===== src/hdl/div_pkg.sv =====
// Divider package: default sizes, radix constants, control state type

package div_pkg;

    // Default operand width in bits
    localparam int DEFAULT_WIDTH = 32;

    // Radix-4 digits retired per clock
    localparam int DEFAULT_DIGITS_PER_CYCLE = 2;

    // Quotient bits per radix-4 digit
    localparam int RADIX_BITS = 2;

    // Control states
    typedef enum logic [1:0] {
        IDLE = 2'h0,
        CALC = 2'h1,
        DONE = 2'h2
    } div_state_t;

endpackage

===== src/hdl/radix4_divider.sv =====
// Radix-4 iterative unsigned divider top level: control, datapath and stage

module radix4_divider #(
    parameter int WIDTH            = div_pkg::DEFAULT_WIDTH,
    parameter int DIGITS_PER_CYCLE = div_pkg::DEFAULT_DIGITS_PER_CYCLE
) (
    input  logic             ctl_clk,
    input  logic             reset,
    input  logic             trigger,
    input  logic [WIDTH-1:0] dividend,
    input  logic [WIDTH-1:0] divisor,
    output logic             ready,
    output logic             done,
    output logic [WIDTH-1:0] quotient,
    output logic [WIDTH-1:0] remainder
);

    logic               load;
    logic               step;
    logic               finish;
    logic [2*WIDTH-1:0] calc_word;
    logic [2*WIDTH-1:0] next_word;
    logic [WIDTH-1:0]   divisor_q;

    div_control #(
        .WIDTH            (WIDTH),
        .DIGITS_PER_CYCLE (DIGITS_PER_CYCLE)
    ) u_control (
        .ctl_clk (ctl_clk),
        .reset   (reset),
        .trigger (trigger),
        .ready   (ready),
        .done    (done),
        .load    (load),
        .step    (step),
        .finish  (finish)
    );

    div_datapath #(
        .WIDTH (WIDTH)
    ) u_datapath (
        .ctl_clk   (ctl_clk),
        .reset     (reset),
        .load      (load),
        .step      (step),
        .finish    (finish),
        .dividend  (dividend),
        .divisor   (divisor),
        .next_word (next_word),
        .calc_word (calc_word),
        .divisor_q (divisor_q),
        .quotient  (quotient),
        .remainder (remainder)
    );

    radix4_stage #(
        .WIDTH            (WIDTH),
        .DIGITS_PER_CYCLE (DIGITS_PER_CYCLE)
    ) u_stage (
        .calc_word (calc_word),
        .divisor_q (divisor_q),
        .next_word (next_word)
    );

endmodule


===== src/hdl/div_datapath.sv =====
// Divider datapath: divisor register, calculation register, result registers

module div_datapath #(
    parameter int WIDTH = 32
) (
    input  logic               ctl_clk,
    input  logic               reset,
    input  logic               load,
    input  logic               step,
    input  logic               finish,
    input  logic [WIDTH-1:0]   dividend,
    input  logic [WIDTH-1:0]   divisor,
    input  logic [2*WIDTH-1:0] next_word,
    output logic [2*WIDTH-1:0] calc_word,
    output logic [WIDTH-1:0]   divisor_q,
    output logic [WIDTH-1:0]   quotient,
    output logic [WIDTH-1:0]   remainder
);

    // Remainder in the high half, dividend turning into quotient in the low half
    always_ff @(posedge ctl_clk) begin
        if (load) begin
            divisor_q <= divisor;
            calc_word <= {{WIDTH{1'b0}}, dividend};
        end else if (step) begin
            calc_word <= next_word;
        end
    end

    // Results hold until the next operation finishes
    always_ff @(posedge ctl_clk) begin
        if (!reset) begin
            quotient  <= '0;
            remainder <= '0;
        end else if (finish) begin
            quotient  <= calc_word[WIDTH-1:0];
            remainder <= calc_word[2*WIDTH-1:WIDTH];
        end
    end

endmodule


===== src/hdl/div_control.sv =====
// Divider control: state machine, iteration counter, ready and done

module div_control #(
    parameter int WIDTH            = 32,
    parameter int DIGITS_PER_CYCLE = 2
) (
    input  logic ctl_clk,
    input  logic reset,
    input  logic trigger,
    output logic ready,
    output logic done,
    output logic load,
    output logic step,
    output logic finish
);

    localparam int ITERATIONS = WIDTH / (div_pkg::RADIX_BITS * DIGITS_PER_CYCLE);
    localparam int CNT_BITS   = $clog2(ITERATIONS + 1);
    localparam logic [CNT_BITS-1:0] LAST = CNT_BITS'(ITERATIONS);

    div_pkg::div_state_t state;
    logic [CNT_BITS-1:0] count;

    always_ff @(posedge ctl_clk) begin
        if (!reset) begin
            state <= div_pkg::IDLE;
            count <= '0;
        end else begin
            case (state)
                div_pkg::IDLE: begin
                    if (trigger) begin
                        state <= div_pkg::CALC;
                        count <= '0;
                    end
                end
                div_pkg::CALC: begin
                    if (count == LAST) begin
                        state <= div_pkg::DONE;
                    end else begin
                        count <= count + 1'b1;
                    end
                end
                div_pkg::DONE: begin
                    // Back to back when trigger arrives with done
                    if (trigger) begin
                        state <= div_pkg::CALC;
                        count <= '0;
                    end else begin
                        state <= div_pkg::IDLE;
                    end
                end
                default: begin
                    state <= div_pkg::IDLE;
                end
            endcase
        end
    end

    // Not ready while reset is held
    assign ready = reset && ((state == div_pkg::IDLE) || (state == div_pkg::DONE));
    assign done  = (state == div_pkg::DONE);
    assign load  = ready && trigger;

    // Counted cycles 0 to ITERATIONS-1 advance, the last one registers results
    assign step   = (state == div_pkg::CALC) && (count != LAST);
    assign finish = (state == div_pkg::CALC) && (count == LAST);

endmodule


===== src/hdl/radix4_stage.sv =====
// One clock of division work: divisor multiples and a chain of digit steps

module radix4_stage #(
    parameter int WIDTH            = 32,
    parameter int DIGITS_PER_CYCLE = 2
) (
    input  logic [2*WIDTH-1:0] calc_word,
    input  logic [WIDTH-1:0]   divisor_q,
    output logic [2*WIDTH-1:0] next_word
);

    localparam int RB      = div_pkg::RADIX_BITS;
    localparam int Q_BITS  = RB * DIGITS_PER_CYCLE;

    logic [WIDTH+1:0]  multiple_1;
    logic [WIDTH+1:0]  multiple_2;
    logic [WIDTH+1:0]  multiple_3;
    logic [WIDTH-1:0]  rem_chain [0:DIGITS_PER_CYCLE];
    logic [Q_BITS-1:0] q_digits;

    // Full width so no multiple gets truncated
    assign multiple_1 = {2'b00, divisor_q};
    assign multiple_2 = {1'b0, divisor_q, 1'b0};
    assign multiple_3 = multiple_1 + multiple_2;

    assign rem_chain[0] = calc_word[2*WIDTH-1:WIDTH];

    // Top dividend bits first
    for (genvar j = 0; j < DIGITS_PER_CYCLE; j++) begin : g_digit
        radix4_digit #(
            .WIDTH (WIDTH)
        ) u_digit (
            .partial_rem   (rem_chain[j]),
            .dividend_bits (calc_word[WIDTH-1-RB*j -: RB]),
            .multiple_1    (multiple_1),
            .multiple_2    (multiple_2),
            .multiple_3    (multiple_3),
            .new_rem       (rem_chain[j+1]),
            .q_digit       (q_digits[RB*(DIGITS_PER_CYCLE-j)-1 -: RB])
        );
    end

    // Remainder, unused dividend bits moved up, new quotient digits at the bottom
    assign next_word = {rem_chain[DIGITS_PER_CYCLE], calc_word[WIDTH-1-Q_BITS:0], q_digits};

endmodule


===== src/hdl/radix4_digit.sv =====
// Single radix-4 digit step: three trial subtractions and priority select

module radix4_digit #(
    parameter int WIDTH = 32
) (
    input  logic [WIDTH-1:0]                partial_rem,
    input  logic [div_pkg::RADIX_BITS-1:0]  dividend_bits,
    input  logic [WIDTH+1:0]                multiple_1,
    input  logic [WIDTH+1:0]                multiple_2,
    input  logic [WIDTH+1:0]                multiple_3,
    output logic [WIDTH-1:0]                new_rem,
    output logic [div_pkg::RADIX_BITS-1:0]  q_digit
);

    logic [WIDTH+1:0] shifted;
    logic [WIDTH+2:0] diff_1;
    logic [WIDTH+2:0] diff_2;
    logic [WIDTH+2:0] diff_3;
    logic             fit_1;
    logic             fit_2;
    logic             fit_3;

    // Bring down the next two dividend bits
    assign shifted = {partial_rem, dividend_bits};

    // One guard bit catches the borrow
    assign diff_1 = {1'b0, shifted} - {1'b0, multiple_1};
    assign diff_2 = {1'b0, shifted} - {1'b0, multiple_2};
    assign diff_3 = {1'b0, shifted} - {1'b0, multiple_3};

    assign fit_1 = ~diff_1[WIDTH+2];
    assign fit_2 = ~diff_2[WIDTH+2];
    assign fit_3 = ~diff_3[WIDTH+2];

    // Largest multiple that fits wins
    always_comb begin
        if (fit_3) begin
            new_rem = diff_3[WIDTH-1:0];
            q_digit = 2'h3;
        end else if (fit_2) begin
            new_rem = diff_2[WIDTH-1:0];
            q_digit = 2'h2;
        end else if (fit_1) begin
            new_rem = diff_1[WIDTH-1:0];
            q_digit = 2'h1;
        end else begin
            // Partial remainder is below the divisor here, so it fits
            new_rem = shifted[WIDTH-1:0];
            q_digit = 2'h0;
        end
    end

endmodule


===== config.mk =====
export PLATFORM = sky130hd
export DESIGN_NAME = radix4_divider
export DESIGN_NICKNAME = d
export VERILOG_FILES = /design/src/hdl/div_pkg.sv /design/src/hdl/radix4_divider.sv /design/src/hdl/div_datapath.sv /design/src/hdl/div_control.sv /design/src/hdl/radix4_stage.sv /design/src/hdl/radix4_digit.sv
export SDC_FILE = /design/constraint.sdc
export NUM_CORES = 1
export LEC_CHECK = 0
export ABC_AREA = 1
export BUFFER_PORTS_ARGS = -buffer_cell sky130_fd_sc_hd__buf_2
export CAP_MARGIN = 25
export CORE_MARGIN = 2
export CORE_UTILIZATION = 56
export CTS_CLUSTER_SIZE = 8
export DETAILED_ROUTE_END_ITERATION = 16
export PLACE_DENSITY = 0.84
export SLEW_MARGIN = 20
export SYNTH_ARGS = -nofsm -noshare
export SYNTH_HDL_FRONTEND = slang
export SYNTH_SLANG_ARGS = --single-unit

===== constraint.sdc =====
create_clock -name ctl_clk -period 8.2 [get_ports ctl_clk]
set_input_delay 0.82 -clock ctl_clk [delete_from_list [all_inputs] [get_ports ctl_clk]]
set_output_delay 0.82 -clock ctl_clk [all_outputs]
set_load 0.01 [all_outputs]

==> flow_summary.json, run 1 <==
{
  "run_status": "completed",
  "crit_end": "u_datapath.calc_word[59]",
  "rsz_0062_raised_after_global_routing": "yes",
  "setup_total_negative_slack_ps": 0,
  "n_antenna_cell": 0,
  "fin_worst_skew_ps": 17.2,
  "grt_util_all_layers": 0.406,
  "finish.net_count": 3529,
  "worst_setup_path_end_kind": "flop",
  "ys_warn_count": 0,
  "drt-vias-per-instance": 6.02,
  "wirelength_um": 75200,
  "relSlewSlack": 0.360,
  "design.portCount": 133,
  "met2RoutedLength_um": 32500,
  "area_of_the_die_sq_mm": 0.0362,
  "htree_levels": 4,
  "post_synth_edffs": 64,
  "grt_pass1_wl_um": 113000,
  "reg2reg_to": "u_datapath.calc_word[59]",
  "yosys_most_used_dff": "sky130_fd_sc_hd__dfxtp_1",
  "place.gp.congestion": 1.03,
  "synthDominantAreaCellType": "sky130_fd_sc_hd__ha_1",
  "postSynthCellCount": 2982,
  "syn-num-nets": 3282,
  "worst_setup_path_start_kind": "flop",
  "wl_met3_um": 8530,
  "grt_max_degree": 82,
  "vias": 22300,
  "number_of_antenna_violations_at_the_first_check_in_global_routing": 0,
  "top_layer": "met4",
  "effective_utilization_at_floorplan": 0.565,
  "synth-async-reset-ratio": 0,
  "cts_tree": "yes",
  "reg2reg_setup_slack_ps": 390,
  "clkTransAtPathRegs_ps": 80,
  "worst-slew-pin-transition_ps": 951,
  "area_growth_pct": 16.6,
  "die_height_um": 190,
  "setup_viol": 0,
  "critical_path_arrival_ps": 8160,
  "drt_drc_violations_left": 0,
  "post_layout_nonfiller_instances": 3697,
  "cts-buffers-inserted": 17,
  "fp.coreArea_sq_mm": 0.0344,
  "cts.path.max_buffers": 2,
  "library_cell_used_as_clock_root_buffer": "sky130_fd_sc_hd__clkbuf_16",
  "critical_path_class": "reg -> reg",
  "worst_hold_path_type": "reg -> reg",
  "synth.avg_cell_area_sq_um": 6.51,
  "final_min_period_over_clock_period": 0.952,
  "routedWlPerCell_um": 20.4,
  "placedCellCount": 3644,
  "detailedRoute.firstIterationViolations": 2446,
  "fillerInstances": 3034,
  "cts.sink_count": 166,
  "drtAntennaViolNets": 0,
  "proportion_of_synthesized_chip_area_in_sequential_cells": 0.204,
  "global_route.overflow_total": 0,
  "yosys-top-cells-area": "sky130_fd_sc_hd__ha_1, sky130_fd_sc_hd__nand2_1, sky130_fd_sc_hd__dfxtp_1, sky130_fd_sc_hd__edfxtp_1, sky130_fd_sc_hd__a21oi_1",
  "met1_length_um": 31300,
  "layout.cells.most_common": "sky130_fd_sc_hd__nand2_1",
  "critPathLaunch": "u_datapath.divisor_q[7]",
  "drv_slew": 0,
  "final_cell_mix": "sky130_fd_sc_hd__nand2_1, sky130_fd_sc_hd__inv_1, sky130_fd_sc_hd__nor2_1",
  "library_cell_appearing_most_often_on_the_critical_path": "sky130_fd_sc_hd__nand2_1",
  "reported_max_cap_violation_count": 0,
  "slowest_delay_ps": 520,
  "floorplan_die_width_um": 190,
  "critical_path.slowest_cell": "sky130_fd_sc_hd__edfxtp_1",
  "rows": 68,
  "drt_first_pass_iters": 8,
  "ys_seq_elements": 166,
  "dp.final_hpwl_um": 60800,
  "buffer_ports.inserted": 132,
  "critical_path_required_ps": 8560,
  "hold_viol_final": 0,
  "worstSkewPairLatency_ps": 460,
  "critical_path.reg2reg.startpoint": "u_datapath.divisor_q[7]",
  "drive_above_1_share": 0.132,
  "min_period_ps": 7810,
  "reg2reg_depth": 53,
  "synth.lib_cells_used.distinct": 59,
  "synth_largest_type_area_fraction": 0.146,
  "max_clock_freq_mhz": 128,
  "syn-cell-area_sq_mm": 0.0194,
  "worst-path-max-fanout": 13,
  "grt_pass1_vias": 21100
}
repair_timing:
item	4_1_cts	5_1_grt
cloned	0	0
gates resized for setup	3	80
hold buffers	0	0
setup buffers	0	20
pin swaps	0	17
endpoints found under the setup margin	34	34
cell families after synthesis:
kind of cell	Yosys count	share of synthesized area
flip-flops	166	0.204
AO/OA/AOI/OAI	644	0.186
adder cells (fa/ha/maj)	233	0.153
buffers and inverters	388	0.0779
AND/OR/NAND/NOR	1378	0.301
XOR/XNOR	172	0.0776
multiplexers	1	0.000516
final cells by class:
| cell class | instances | area [sq um] | share of cell area |
|---|---|---|---|
| inverters | 316 | 1190 | 0.0526 |
| flip-flops and latches | 166 | 3960 | 0.175 |
| repair buffers | 300 | 2040 | 0.0903 |
| clock buffers | 19 | 433 | 0.0191 |
| multi-input cells | 2428 | 14300 | 0.632 |
| well taps | 455 | 569 | 0.0251 |
| clock inverters | 13 | 130 | 0.00575 |
per-layer routing:
layer | vias up | global-route usage
li1 | 10600 | -
met1 | 10200 | 0.547
met2 | 1264 | 0.637
met3 | 186 | 0.0828
met4 | 0 | 0.156
met5 | - | 0
critical path: cells and delay by family, from the launching register on:
| family | cells | cell delay (ps) |
|---|---|---|
| compound gates | 10 | 1750 |
| flops | 1 | 520 |
| fa+ha+maj | 3 | 1080 |
| simple gates | 31 | 3080 |
| xor+xnor | 1 | 140 |
| buf+inv | 8 | 1100 |
how the worst min path moves through the flow:
stage / slack, ps / end / from / cells after the start
floorplan: 460 / u_control.count[1] / u_control.count[1] / 2
global placement: 470 / u_control.count[1] / u_control.count[1] / 2
detailed placement: 480 / u_control.count[1] / u_control.count[1] / 2
CTS: 500 / u_control.count[1] / u_control.count[1] / 2
global route: 520 / u_control.count[1] / u_control.count[1] / 2
finish: 490 / u_control.count[1] / u_control.count[1] / 2
flip-flops by register name, summed over array words and instances, names as in the netlist:
name                  count
u_control.count           4
u_control.state           2
u_datapath.calc_word     64
u_datapath.divisor_q     32
u_datapath.quotient      32
u_datapath.remainder     32
synth_stat cells (5+ instances only):
master	count
sky130_fd_sc_hd__nand4_1	39
sky130_fd_sc_hd__edfxtp_1	64
sky130_fd_sc_hd__nand2_2	8
sky130_fd_sc_hd__and2_1	5
sky130_fd_sc_hd__a21o_1	14
sky130_fd_sc_hd__o221ai_1	6
sky130_fd_sc_hd__dfxtp_1	102
sky130_fd_sc_hd__buf_1	10
sky130_fd_sc_hd__nand3_1	196
sky130_fd_sc_hd__o211ai_1	26
sky130_fd_sc_hd__fa_1	7
sky130_fd_sc_hd__a221oi_1	8
sky130_fd_sc_hd__a21boi_0	13
sky130_fd_sc_hd__ha_1	226
sky130_fd_sc_hd__o21ai_0	221
sky130_fd_sc_hd__xor2_1	96
sky130_fd_sc_hd__a31oi_1	21
sky130_fd_sc_hd__buf_2	13
sky130_fd_sc_hd__clkbuf_1	43
sky130_fd_sc_hd__nand2_4	5
sky130_fd_sc_hd__nand2_1	748
sky130_fd_sc_hd__o21ai_1	13
sky130_fd_sc_hd__o21bai_1	19
sky130_fd_sc_hd__nand3_2	11
sky130_fd_sc_hd__inv_1	307
sky130_fd_sc_hd__xnor2_1	76
sky130_fd_sc_hd__o21a_1	13
sky130_fd_sc_hd__inv_2	7
sky130_fd_sc_hd__nor2_1	290
sky130_fd_sc_hd__a21oi_1	266
sky130_fd_sc_hd__nor3_1	41
sky130_fd_sc_hd__nor4_1	10
sky130_fd_sc_hd__or2_2	10
per-stage QoR:
step           worst slack (ps)   util  instance area, sq um  hold slack, ps
3_5_place_dp               -184  0.626                 21500             481
5_1_grt                    -117  0.659                 22600             524
4_1_cts                    25.3  0.643                 22100             495
6_report                    393  0.659                 22600             495
3_3_place_gp               57.3  0.626                 21500             468
2_1_floorplan               908      -                 19400             456
Power of run 1 is not shown: default switching activity piles up to over one toggle a cycle in this logic, so the estimate is an artifact.
==> run 2: changes to the inputs <==
- CORE_ASPECT_RATIO: unset -> 1.75
==> run 2 against run 1 <==
  * Clock-buffer cell count decreased by 1
  * Sequential share of layout area is 0.23 points higher
  * Highest routed layer unchanged
  * Largest cell class unchanged
  * Die area rose by 0.16%
  * First-iteration DRC count decreased by 6.0%
  * Maximum frequency decreased by 1.2%
  * Setup slack worse by 93 ps
==> flow_summary.json, run 2 (synthesis gave the netlist of run 1 again) <==
{
  "worst_setup_path_start_kind": "flop",
  "design.portCount": 133,
  "drt_first_pass_iters": 10,
  "smallest_hold_slack_ps": 490,
  "library_cell_used_as_clock_root_buffer": "sky130_fd_sc_hd__clkbuf_16",
  "reg2reg_setup_slack_ps": 300,
  "top_register": "u_datapath.calc_word",
  "global_route.overflow_total": 0,
  "max_ffs_per_register": 64,
  "drt_drc_violations_left": 0,
  "dp.final_hpwl_um": 65200,
  "buffer_ports.inserted": 132,
  "grt_max_degree": 87,
  "hold_viol_final": 0,
  "cts.sink_count": 166,
  "finish.net_count": 3477,
  "grt_pass1_vias": 21700,
  "worstSkewPairLatency_ps": 480,
  "effective_utilization_at_floorplan": 0.565,
  "rows": 90,
  "detailedRoute.firstIterationViolations": 2300,
  "critical_path_class": "reg -> reg",
  "setup_viol": 0,
  "place.gp.congestion": 1.07,
  "clkTransAtPathRegs_ps": 90,
  "fp.coreArea_sq_mm": 0.0343,
  "cts.path.max_buffers": 2,
  "routedWlPerCell_um": 22.9,
  "reg2reg_to": "u_datapath.calc_word[53]",
  "critical_path_required_ps": 8630,
  "die_height_um": 250,
  "worst-path-max-fanout": 21,
  "cpLargestDelayFamily": "simple AND/OR/NAND/NOR gates",
  "drive_above_1_share": 0.125,
  "final_min_period_over_clock_period": 0.963,
  "number_of_antenna_violations_at_the_first_check_in_global_routing": 5,
  "critical_path.slowest_cell": "sky130_fd_sc_hd__edfxtp_1",
  "min_from": "u_control.count[1]",
  "reg2reg_depth": 50,
  "fin_worst_skew_ps": 20.0,
  "area_growth_pct": 15.2,
  "layout.cells.most_common": "sky130_fd_sc_hd__nand2_1",
  "area_of_the_die_sq_mm": 0.0362,
  "min_period_ps": 7900,
  "floorplan_die_width_um": 145,
  "cts-buffers-inserted": 17,
  "grt_util_all_layers": 0.463,
  "run_status": "completed",
  "setup_total_negative_slack_ps": 0,
  "holdBufCountCts": 0,
  "worst_hold_path_type": "reg -> reg",
  "relSlewSlack": 0.332,
  "reported_max_cap_violation_count": 0,
  "critical_path.reg2reg.startpoint": "u_datapath.divisor_q[13]",
  "vias": 22500,
  "drt-vias-per-instance": 6.17,
  "cts_tree": "yes",
  "post-route-util": 0.651,
  "drtAntennaViolNets": 0,
  "drv_slew": 0,
  "critPathBufInv": 11,
  "worst_hold_path.num_cells": 2,
  "slowest_delay_ps": 480,
  "worst_setup_path_end_kind": "flop",
  "max_clock_freq_mhz": 127,
  "library_cell_appearing_most_often_on_the_critical_path": "sky130_fd_sc_hd__nand2_1",
  "wirelength_um": 83800,
  "worst-slew-pin-transition_ps": 995,
  "grt_pass1_wl_um": 124000,
  "final_cell_mix": "sky130_fd_sc_hd__nand2_1, sky130_fd_sc_hd__inv_1, sky130_fd_sc_hd__nor2_1",
  "min_delay_worst_endpoint": "u_control.count[1]",
  "critical_path_arrival_ps": 8330,
  "htree_levels": 4
}
==> run 2: changes by cell type in the layout (fill, tap and decap cells not counted), sizes merged <==
cell / change
clkbuf: -1
buf: -53
clkinv: +3
clkinvlp: -1
nand2: +1
diode: +4
inv: -1
==> run 2: how the worst max path moves through the flow <==
stage | endpoint | startpoint | slack, ps | depth (start not counted)
2_1_floorplan | u_datapath.calc_word[54] | u_datapath.divisor_q[1] | 910 | 49
3_3_place_gp | u_datapath.calc_word[59] | u_datapath.divisor_q[1] | 30 | 47
3_5_place_dp | u_datapath.calc_word[34] | u_datapath.divisor_q[1] | -100 | 52
4_1_cts | u_datapath.calc_word[33] | u_datapath.divisor_q[2] | 50 | 56
5_1_grt | u_datapath.calc_word[63] | u_datapath.divisor_q[4] | -110 | 58
6_report | u_datapath.calc_word[53] | u_datapath.divisor_q[13] | 300 | 50
==> run 2: per-stage QoR <==
stage / std cells / worst slack, ps / area, sq um
floorplan: 2982 / 908 / 19400
global placement: 3604 / 29.9 / 21100
detailed placement: 3604 / -99.3 / 21100
CTS: 3636 / 53.2 / 21700
global route: 3651 / -109 / 22300
finish: 3654 / 301 / 22400
==> run 2: repair_timing <==
action	in CTS	in global routing
pin swaps	0	20
gates cloned	0	1
buffers inserted	0	12
gates resized for setup	2	107
setup endpoints to repair	28	34
==> run 2: final cells by class <==
cell class,instances,area [sq um]
Multi-Input combinational cell,2429,14400
Fill cell,3185,12000
Sequential cell,166,3960
Timing Repair Buffer,247,1610
Inverter,316,1190
Tap cell,460,576
Clock buffer,18,429
Clock inverter,14,155
Antenna cell,4,10.0
==> run 2: tightest hold or removal path, cell delays in order (launching register included) <==
cell	delay [ps]
sky130_fd_sc_hd__dfxtp_1	330
sky130_fd_sc_hd__nand2_1	70
sky130_fd_sc_hd__a21oi_1	50
==> run 2: metal layers <==
metal / GRT usage / vias to the layer above / wire length (um)
met2: 0.740 / 1266 / 39000
met3: 0.132 / 587 / 6820
met5: 0 / - / 0
met1: 0.448 / 10200 / 26200
li1: - / 10500 / -
met4: 0.497 / 0 / 11800
Power of run 2 is left out for the same reason.
